### config.mk
export PLATFORM = sky130hd
export DESIGN_NAME = cpu_top
export DESIGN_NICKNAME = d
export VERILOG_FILES = /design/src/verilog/cpu_pkg.sv /design/src/verilog/ctrl_if.sv /design/src/verilog/alu.sv /design/src/verilog/control_unit.sv /design/src/verilog/cpu_top.sv /design/src/verilog/datapath.sv /design/src/verilog/hazard_detect.sv /design/src/verilog/register_file.sv
export SDC_FILE = /design/constraint.sdc
export NUM_CORES = 1
export LEC_CHECK = 0
export ABC_AREA = 1
export BUFFER_PORTS_ARGS = -buffer_cell sky130_fd_sc_hd__buf_4
export CAP_MARGIN = 0
export CORE_ASPECT_RATIO = 1.2
export CORE_MARGIN = 1.5
export CORE_UTILIZATION = 30
export CTS_BUF_LIST = sky130_fd_sc_hd__clkbuf_2 sky130_fd_sc_hd__clkbuf_4 sky130_fd_sc_hd__clkbuf_8
export DETAILED_ROUTE_END_ITERATION = 12
export PLACE_DENSITY = 0.52
export SETUP_SLACK_MARGIN = 0.2
export SYNTH_ARGS = -nofsm -noshare
export SYNTH_HDL_FRONTEND = slang
export SYNTH_SLANG_ARGS = --single-unit
### constraint.sdc
create_clock -name clk -period 6.89 [get_ports clk]
set_input_delay 1.378 -clock clk [delete_from_list [all_inputs] [get_ports clk]]
set_output_delay 1.378 -clock clk [all_outputs]
set_load 0.02 [all_outputs]
### src/verilog/cpu_pkg.sv
package cpu_pkg;

	// data and address width
	localparam int word_size = 16;

	// instruction opcodes, bits 15 to 12
	typedef enum logic [3:0] {
		op_bne = 4'd0, op_beq = 4'd1, op_bgz = 4'd2, op_blz = 4'd3,
		op_adi = 4'd4, op_ori = 4'd5, op_lhi = 4'd6, op_lwd = 4'd7,
		op_swd = 4'd8, op_jmp = 4'd9, op_jal = 4'd10,
		op_rtype = 4'd15
	} opcode_t;

	// function codes of the R-type group, bits 5 to 0
	typedef enum logic [5:0] {
		fn_add = 6'd0, fn_sub = 6'd1, fn_and = 6'd2, fn_orr = 6'd3,
		fn_not = 6'd4, fn_tcp = 6'd5, fn_shl = 6'd6, fn_shr = 6'd7,
		fn_jpr = 6'd25, fn_jrl = 6'd26,
		fn_wwd = 6'd28, fn_hlt = 6'd29
	} funct_t;

	// first eight entries share their codes with fn_add .. fn_shr
	typedef enum logic [3:0] {
		alu_add = 4'd0, alu_sub = 4'd1, alu_and = 4'd2, alu_orr = 4'd3,
		alu_not = 4'd4, alu_tcp = 4'd5, alu_shl = 4'd6, alu_shr = 4'd7,
		alu_pass_b = 4'd8,
		alu_bne = 4'd9, alu_beq = 4'd10, alu_bgz = 4'd11, alu_blz = 4'd12
	} alu_op_t;

	// write-back source
	typedef enum logic [1:0] {
		wb_alu = 2'd0,
		wb_mem = 2'd1,
		wb_pc = 2'd2,
		wb_lhi = 2'd3
	} wb_sel_t;

	typedef enum logic [1:0] {
		br_none = 2'd0,
		br_cond = 2'd1,
		br_jump = 2'd2,
		br_jreg = 2'd3
	} branch_kind_t;

endpackage

### src/verilog/ctrl_if.sv
`timescale 1ns/1ns

interface ctrl_if;
	import cpu_pkg::*;

	alu_op_t alu_op;
	logic alu_src_imm;
	logic imm_zero_ext;
	logic mem_read;
	logic mem_write;
	logic reg_write;
	wb_sel_t wb_sel;
	logic [1:0] dest;
	logic uses_rs;
	logic uses_rt;
	branch_kind_t branch_kind;
	logic is_wwd;
	logic is_halt;

	modport decoder (
		output alu_op, alu_src_imm, imm_zero_ext, mem_read, mem_write, reg_write,
		output wb_sel, dest, uses_rs, uses_rt, branch_kind, is_wwd, is_halt
	);

	modport pipeline (
		input alu_op, alu_src_imm, imm_zero_ext, mem_read, mem_write, reg_write,
		input wb_sel, dest, uses_rs, uses_rt, branch_kind, is_wwd, is_halt
	);

endinterface

### src/verilog/alu.sv
`timescale 1ns/1ns

module alu (
	input logic [cpu_pkg::word_size-1:0] a,
	input logic [cpu_pkg::word_size-1:0] b,
	input cpu_pkg::alu_op_t op,
	output logic [cpu_pkg::word_size-1:0] result,
	output logic bcond
);
	import cpu_pkg::*;

	always_comb begin
		result = '0;
		bcond = 1'b0;
		case (op)
			alu_add: result = a + b;
			alu_sub: result = a - b;
			alu_and: result = a & b;
			alu_orr: result = a | b;
			alu_not: result = ~a;
			// two's complement negate
			alu_tcp: result = ~a + 1'b1;
			alu_shl: result = {a[word_size-2:0], 1'b0};
			alu_shr: result = {a[word_size-1], a[word_size-1:1]};
			alu_pass_b: result = b;
			alu_bne: bcond = (a != b);
			alu_beq: bcond = (a == b);
			alu_bgz: bcond = !a[word_size-1] && (a != '0);
			alu_blz: bcond = a[word_size-1];
			default: result = '0;
		endcase
	end

endmodule

### src/verilog/control_unit.sv
`timescale 1ns/1ns

module control_unit (
	input logic [cpu_pkg::word_size-1:0] inst,
	ctrl_if.decoder ctrl
);
	import cpu_pkg::*;

	opcode_t opcode;
	funct_t funct;

	assign opcode = opcode_t'(inst[15:12]);
	assign funct = funct_t'(inst[5:0]);

	always_comb begin
		// bubble unless the encoding is recognised
		ctrl.alu_op = alu_add;
		ctrl.alu_src_imm = 1'b0;
		ctrl.imm_zero_ext = 1'b0;
		ctrl.mem_read = 1'b0;
		ctrl.mem_write = 1'b0;
		ctrl.reg_write = 1'b0;
		ctrl.wb_sel = wb_alu;
		ctrl.dest = inst[9:8];
		ctrl.uses_rs = 1'b0;
		ctrl.uses_rt = 1'b0;
		ctrl.branch_kind = br_none;
		ctrl.is_wwd = 1'b0;
		ctrl.is_halt = 1'b0;
		case (opcode)
			op_rtype: begin
				case (funct)
					fn_add, fn_sub, fn_and, fn_orr, fn_not, fn_tcp, fn_shl, fn_shr: begin
						ctrl.alu_op = alu_op_t'(funct[3:0]);
						ctrl.reg_write = 1'b1;
						ctrl.dest = inst[7:6];
						ctrl.uses_rs = 1'b1;
						// unary ops leave rt alone
						ctrl.uses_rt = funct inside {fn_add, fn_sub, fn_and, fn_orr};
					end
					fn_jpr, fn_jrl: begin
						ctrl.branch_kind = br_jreg;
						ctrl.uses_rs = 1'b1;
						ctrl.reg_write = (funct == fn_jrl);
						ctrl.wb_sel = wb_pc;
						ctrl.dest = 2'd2;
					end
					fn_wwd: begin
						// rs passes through the adder, rt operand is zeroed
						ctrl.is_wwd = 1'b1;
						ctrl.uses_rs = 1'b1;
					end
					fn_hlt: ctrl.is_halt = 1'b1;
					default: ;
				endcase
			end
			op_adi, op_ori, op_lwd: begin
				ctrl.alu_op = (opcode == op_ori) ? alu_orr : alu_add;
				ctrl.alu_src_imm = 1'b1;
				ctrl.imm_zero_ext = (opcode == op_ori);
				ctrl.mem_read = (opcode == op_lwd);
				ctrl.reg_write = 1'b1;
				ctrl.wb_sel = (opcode == op_lwd) ? wb_mem : wb_alu;
				ctrl.uses_rs = 1'b1;
			end
			op_lhi: begin
				ctrl.alu_op = alu_pass_b;
				ctrl.alu_src_imm = 1'b1;
				ctrl.imm_zero_ext = 1'b1;
				ctrl.reg_write = 1'b1;
				ctrl.wb_sel = wb_lhi;
			end
			op_swd: begin
				ctrl.alu_src_imm = 1'b1;
				ctrl.mem_write = 1'b1;
				ctrl.uses_rs = 1'b1;
				ctrl.uses_rt = 1'b1;
			end
			op_bne, op_beq, op_bgz, op_blz: begin
				ctrl.branch_kind = br_cond;
				ctrl.uses_rs = 1'b1;
				ctrl.uses_rt = opcode inside {op_bne, op_beq};
				case (opcode)
					op_bne: ctrl.alu_op = alu_bne;
					op_beq: ctrl.alu_op = alu_beq;
					op_bgz: ctrl.alu_op = alu_bgz;
					default: ctrl.alu_op = alu_blz;
				endcase
			end
			op_jmp, op_jal: begin
				ctrl.branch_kind = br_jump;
				ctrl.reg_write = (opcode == op_jal);
				ctrl.wb_sel = wb_pc;
				ctrl.dest = 2'd2;
			end
			default: ;
		endcase
	end

endmodule

### src/verilog/cpu_top.sv
`timescale 1ns/1ns

module cpu_top #(
	parameter logic [cpu_pkg::word_size-1:0] reset_pc = '0
) (
	input logic clk,
	input logic rst,
	output logic inst_read,
	output logic [cpu_pkg::word_size-1:0] inst_address,
	input logic [cpu_pkg::word_size-1:0] inst_data,
	output logic data_read,
	output logic data_write,
	output logic [cpu_pkg::word_size-1:0] data_address,
	output logic [cpu_pkg::word_size-1:0] data_wdata,
	input logic [cpu_pkg::word_size-1:0] data_rdata,
	output logic [cpu_pkg::word_size-1:0] num_inst,
	output logic [cpu_pkg::word_size-1:0] output_port,
	output logic output_valid,
	output logic is_halted
);
	import cpu_pkg::*;

	logic [word_size-1:0] decode_inst;

	ctrl_if ctrl_bus ();

	control_unit u_ctrl (
		.inst(decode_inst),
		.ctrl(ctrl_bus)
	);

	datapath #(
		.reset_pc(reset_pc)
	) u_datapath (
		.clk(clk),
		.rst(rst),
		.ctrl(ctrl_bus),
		.inst_data(inst_data),
		.inst_read(inst_read),
		.inst_address(inst_address),
		.decode_inst(decode_inst),
		.data_read(data_read),
		.data_write(data_write),
		.data_address(data_address),
		.data_wdata(data_wdata),
		.data_rdata(data_rdata),
		.num_inst(num_inst),
		.output_port(output_port),
		.output_valid(output_valid),
		.is_halted(is_halted)
	);

endmodule

### src/verilog/datapath.sv
`timescale 1ns/1ns

module datapath #(
	parameter logic [cpu_pkg::word_size-1:0] reset_pc = '0
) (
	input logic clk,
	input logic rst,
	ctrl_if.pipeline ctrl,
	input logic [cpu_pkg::word_size-1:0] inst_data,
	output logic inst_read,
	output logic [cpu_pkg::word_size-1:0] inst_address,
	output logic [cpu_pkg::word_size-1:0] decode_inst,
	output logic data_read,
	output logic data_write,
	output logic [cpu_pkg::word_size-1:0] data_address,
	output logic [cpu_pkg::word_size-1:0] data_wdata,
	input logic [cpu_pkg::word_size-1:0] data_rdata,
	output logic [cpu_pkg::word_size-1:0] num_inst,
	output logic [cpu_pkg::word_size-1:0] output_port,
	output logic output_valid,
	output logic is_halted
);
	import cpu_pkg::*;

	// control carried from execute onward
	typedef struct packed {
		alu_op_t alu_op;
		logic alu_src_imm;
		logic mem_read;
		logic mem_write;
		logic reg_write;
		wb_sel_t wb_sel;
		logic [1:0] dest;
		branch_kind_t branch_kind;
		logic is_wwd;
		logic is_halt;
	} stage_ctrl_t;

	logic [word_size-1:0] pc;
	logic fd_valid;
	logic [word_size-1:0] fd_inst, fd_pc;
	logic de_valid;
	stage_ctrl_t de_c;
	logic [word_size-1:0] de_a, de_b, de_imm, de_pc;
	logic [11:0] de_jaddr;
	logic em_valid;
	stage_ctrl_t em_c;
	logic [word_size-1:0] em_result, em_b, em_link;
	logic mw_valid;
	stage_ctrl_t mw_c;
	logic [word_size-1:0] mw_result, mw_mem, mw_link;
	stage_ctrl_t dec_c;
	logic [word_size-1:0] read_out1, read_out2, alu_b, alu_result, target, wb_data;
	logic bcond, taken, stall, stop, wb_write;

	assign dec_c = '{
		alu_op: ctrl.alu_op,
		alu_src_imm: ctrl.alu_src_imm,
		mem_read: ctrl.mem_read,
		mem_write: ctrl.mem_write,
		reg_write: ctrl.reg_write,
		wb_sel: ctrl.wb_sel,
		dest: ctrl.dest,
		branch_kind: ctrl.branch_kind,
		is_wwd: ctrl.is_wwd,
		is_halt: ctrl.is_halt
	};

	register_file u_regs (
		.clk(clk),
		.rst(rst),
		.read1(fd_inst[11:10]),
		.read2(fd_inst[9:8]),
		.read_out1(read_out1),
		.read_out2(read_out2),
		.dest(mw_c.dest),
		.write_data(wb_data),
		.reg_write(wb_write)
	);

	hazard_detect u_hazard (
		.rs(fd_inst[11:10]),
		.rt(fd_inst[9:8]),
		.uses_rs(fd_valid && ctrl.uses_rs),
		.uses_rt(fd_valid && ctrl.uses_rt),
		.dest_ex(de_c.dest),
		.dest_mem(em_c.dest),
		.reg_write_ex(de_valid && de_c.reg_write),
		.reg_write_mem(em_valid && em_c.reg_write),
		.stall(stall)
	);

	assign alu_b = de_c.alu_src_imm ? de_imm : de_b;

	alu u_alu (
		.a(de_a),
		.b(alu_b),
		.op(de_c.alu_op),
		.result(alu_result),
		.bcond(bcond)
	);

	always_comb begin
		case (de_c.branch_kind)
			br_jump: target = {de_pc[word_size-1 -: 4], de_jaddr};
			br_jreg: target = de_a;
			default: target = de_pc + 1'b1 + de_imm;
		endcase
	end

	assign taken = de_valid && (de_c.branch_kind == br_jump || de_c.branch_kind == br_jreg ||
		(de_c.branch_kind == br_cond && bcond));
	// an HLT anywhere past decode shuts fetch off for good
	assign stop = (de_valid && de_c.is_halt) || (em_valid && em_c.is_halt) ||
		(mw_valid && mw_c.is_halt) || is_halted;

	// fetch
	always_ff @(posedge clk) begin
		if (rst) begin
			pc <= reset_pc;
			fd_valid <= 1'b0;
		end else if (taken) begin
			pc <= target;
			fd_valid <= 1'b0;
		end else if (stop) begin
			fd_valid <= 1'b0;
		end else if (!stall) begin
			pc <= pc + 1'b1;
			fd_valid <= 1'b1;
		end
	end

	always_ff @(posedge clk) begin
		if (!stall) begin
			fd_inst <= inst_data;
			fd_pc <= pc;
		end
	end

	// decode, a stall sends a bubble on
	always_ff @(posedge clk) begin
		if (rst || taken || stall || stop) begin
			de_valid <= 1'b0;
		end else begin
			de_valid <= fd_valid;
		end
	end

	always_ff @(posedge clk) begin
		de_c <= dec_c;
		de_a <= read_out1;
		de_b <= ctrl.uses_rt ? read_out2 : '0;
		de_imm <= ctrl.imm_zero_ext ? {8'h00, fd_inst[7:0]} : {{8{fd_inst[7]}}, fd_inst[7:0]};
		de_pc <= fd_pc;
		de_jaddr <= fd_inst[11:0];
	end

	// execute to memory to write-back
	always_ff @(posedge clk) begin
		if (rst) begin
			em_valid <= 1'b0;
			mw_valid <= 1'b0;
		end else begin
			em_valid <= de_valid;
			mw_valid <= em_valid;
		end
	end

	always_ff @(posedge clk) begin
		em_c <= de_c;
		em_result <= alu_result;
		em_b <= de_b;
		em_link <= de_pc + 1'b1;
		mw_c <= em_c;
		mw_result <= em_result;
		mw_mem <= data_rdata;
		mw_link <= em_link;
	end

	always_comb begin
		case (mw_c.wb_sel)
			wb_mem: wb_data = mw_mem;
			wb_pc: wb_data = mw_link;
			wb_lhi: wb_data = {mw_result[7:0], 8'h00};
			default: wb_data = mw_result;
		endcase
	end

	assign wb_write = mw_valid && mw_c.reg_write;

	// retirement, output port and halt
	always_ff @(posedge clk) begin
		if (rst) begin
			num_inst <= '0;
			output_port <= '0;
			is_halted <= 1'b0;
		end else if (mw_valid) begin
			num_inst <= num_inst + 1'b1;
			if (mw_c.is_wwd) begin
				output_port <= mw_result;
			end
			if (mw_c.is_halt) begin
				is_halted <= 1'b1;
			end
		end
	end

	assign inst_read = !is_halted;
	assign inst_address = pc;
	assign decode_inst = fd_inst;
	assign data_read = em_valid && em_c.mem_read;
	assign data_write = em_valid && em_c.mem_write;
	assign data_address = em_result;
	assign data_wdata = em_b;
	assign output_valid = mw_valid && mw_c.is_wwd;

endmodule

### src/verilog/hazard_detect.sv
`timescale 1ns/1ns

module hazard_detect (
	input logic [1:0] rs,
	input logic [1:0] rt,
	input logic uses_rs,
	input logic uses_rt,
	input logic [1:0] dest_ex,
	input logic [1:0] dest_mem,
	input logic reg_write_ex,
	input logic reg_write_mem,
	output logic stall
);

	logic rs_busy;
	logic rt_busy;

	// writer in write-back is covered by the register file bypass
	assign rs_busy = (reg_write_ex && dest_ex == rs) || (reg_write_mem && dest_mem == rs);
	assign rt_busy = (reg_write_ex && dest_ex == rt) || (reg_write_mem && dest_mem == rt);

	assign stall = (uses_rs && rs_busy) || (uses_rt && rt_busy);

endmodule

### src/verilog/register_file.sv
`timescale 1ns/1ns

module register_file (
	input logic clk,
	input logic rst,
	input logic [1:0] read1,
	input logic [1:0] read2,
	output logic [cpu_pkg::word_size-1:0] read_out1,
	output logic [cpu_pkg::word_size-1:0] read_out2,
	input logic [1:0] dest,
	input logic [cpu_pkg::word_size-1:0] write_data,
	input logic reg_write
);
	import cpu_pkg::*;

	logic [word_size-1:0] regs [4];

	always_ff @(posedge clk) begin
		if (rst) begin
			for (int i = 0; i < 4; i++) begin
				regs[i] <= '0;
			end
		end else if (reg_write) begin
			regs[dest] <= write_data;
		end
	end

	// same-cycle write is visible to decode
	assign read_out1 = (reg_write && dest == read1) ? write_data : regs[read1];
	assign read_out2 = (reg_write && dest == read2) ? write_data : regs[read2];

endmodule
==> metrics <==
synthesis warning total 0; first-pass GRT wire length 88300 µm; Post-Synth Adder-Cell Area 0.0563; Num CTS Buffers 58; DR WL/cell 19.9 µm; maxcap violations 0; Area contributors post-synth dfxtp_1, edfxtp_1, nand2_1; all-layer global routing usage 0.208; setup ws final 2920 ps; Tightest Pin Transition 1130 ps; Overflow after GRT 0; CP Capture Type primary output; peak supply drop 140 µV; area delta synth->final 17.4%; Total Power Consumption 5210 µW; WP data arrival 2590 ps; Post-synth ARST share 0; Startpoint Class flip-flop; post-DP HPWL 45300 µm; register area share after synthesis 0.476; Worst path slowest cell dfxtp_1; core area 0.0539 mm²; period utilization 0.576; CP top delay family buffers and inverters; most frequent cell after synthesis nand2_1; largest net degree at the start of global routing 51; Mapped Avg Cell Area 7.97 µm²; Crit path required time 5510 ps; Cell Chain, Critical Path nand2_1 > inv_1 > buf_4; worst-path fanout max 20; main combinational cell family by area after synthesis simple AND/OR/NAND/NOR gates; WS Path Type flip-flop to primary output; synth unique cells 54; final hold violation count 0; ys flop type dfxtp_1; htree depth 2; XOR/XNOR share of the synthesized area 0.0192; fmax 252 MHz; CTS Root Cell clkbuf_8; Antenna Violating Nets Remaining 0; Die Ht 259 µm; Post-route DRC 0; Synth top area share 0.301; insertion delay to the later sink of the worst-skew pair 670 ps; CTS Hold Bufs 0; postcts setup bufs 0; vias in the first global route 14400; Hold Path Class flip-flop to flip-flop; status finished clean; Buf+Inv Stages, Crit Path 2; Initial Util 0.304; cell taking the most area after synthesis dfxtp_1; clk buf depth 3; Syn Inst Count 2055; setup violators final 0; Setup WS pre-CTS 3200 ps; via count 14800; number of enable flip-flop cells after synthesis 96; Port Buf Inserts 118; initial antenna violation count 4; post-cts sizing count 0; synth cell count leaders nand2_1, inv_1, nor2_1; cell leakage power 0.00866 µW; Syn Nets 2161; PwrDens 271 mW/mm²; Layout Nets 2295; clock-pin slew on the worst setup and hold paths 60 ps; Vias/cell 5.02; multiplexer area fraction after synthesis 0; post-synthesis compound-gate area fraction 0.164; Slew HR 0.241; RD Place Congestion 0.916; #FFs+latches synth 342; DRT Pass-1 Iters 6; full die area 0.0560 mm²; Post-Synth Simple-Gate Area 0.203; cell area after layout 0.0192 mm²; Post-Syn Area 0.0164 mm²; fin crit period 3970 ps; Worst Skew 56.6 ps; Final Slew Violations 0; CTS tree built; RSZ-0062 raised after global routing false; Setup TNS 0 ps; die width 216 µm; ratio of cells with drive above 1 in the final layout 0.119; FP Rows 93; Crit path largest cell delay 660 ps; placed instance area 0.0180 mm²; CTS Sinks 342; Ports 119; Starting DRT DRC Count 1210; Routed WL 58800 µm
metal layers:
layer | GRT usage | up-vias | wire length (µm)
li1 | - | 7143 | -
met5 | 0 | - | 13
met2 | 0.360 | 528 | 28600
met3 | 0.0315 | 129 | 3520
met4 | 0.0882 | 2 | 2510
met1 | 0.256 | 7020 | 24200
worst paths after layout:
check                                      startpoint  depth (start not counted)  slack, ps                     endpoint
worst min-delay path            u_datapath.em_link[1]                          0        320        u_datapath.mw_link[1]
worst min register to register  u_datapath.em_link[1]                          0        320        u_datapath.mw_link[1]
worst max-delay path              u_datapath.mw_valid                          3       2920                 output_valid
worst max register to register   u_datapath.de_imm[8]                         17       3150  u_datapath.inst_address[10]
cells in the final DEF (no fill, tap or decap), types with 25 or more instances in the layout:
cell type,Yosys,routed
edfxtp_1,96,96
nand3_1,102,102
o21ai_0,186,186
nor2_1,248,248
dfxtp_1,246,246
inv_1,273,273
o22ai_1,46,46
nand2_1,371,371
a21oi_1,128,128
ha_1,69,69
xor2_1,25,25
clkbuf_8,0,64
buf_4,3,133
cell families (layout without fill, tap and decap cells):
family / count (synthesis) / count (layout)
xor gates and xnor gates: 36 / 36
DFF: 342 / 342
AOI/OAI and AO/OA: 467 / 467
adders and majority gates: 72 / 72
other: 0 / 1
and+or+nand+nor: 796 / 796
buffers and inverters: 342 / 526
state kept, by name, indices dropped and copies added, names as in the netlist, 16 cells and up, named ones only:
name	count
u_datapath.u_regs.regs	64
u_datapath.data_address	16
u_datapath.data_wdata	16
u_datapath.de_a	16
u_datapath.de_b	16
u_datapath.de_c	16
u_datapath.de_pc	16
u_datapath.decode_inst	16
u_datapath.em_link	16
u_datapath.fd_pc	16
u_datapath.inst_address	16
u_datapath.mw_link	16
u_datapath.mw_mem	16
u_datapath.mw_result	16
u_datapath.num_inst	16
u_datapath.output_port	16
layout make-up:
class	count	area, µm²
multi-input cells	1371	7260
inverters	283	1070
flip-flops and latches	342	7810
clock buffers	82	1020
fillers	5671	34600
clock inverters	28	203
diodes	1	2.50
repair buffers	133	998
well taps	712	891
worst register-to-register path, stage by stage, from the launching register on:
cell and delay (ps):
dfxtp_1 780, nand2_1 170, inv_1 250, a21oi_1 140, ha_1 450, nor2_2 180
nand2_1 70, nor2_1 240, nand2_1 90, nand2_1 60, nand2_1 70, o21bai_2 230
nand2_1 140, nand2_4 220, nand2_4 160, clkinv_2 190, nand2_1 80, a21oi_1 140
stage by stage:
stage	hold slack [ps]	utilization	cells
finish	317	0.357	2952
global route	332	0.357	2951
CTS	323	0.357	2951
detailed placement	312	0.335	2841
global placement	312	0.335	2841
floorplan	310	-	2055
report_power, final:
part	total [µW]	switching (µW)	leakage [µW]	internal, µW
combinational	917	628	0.00496	289
sequential	2400	176	0.00305	2220
clock	1900	866	0.000652	1030
Note: power is estimated with default switching activity, not from simulation.
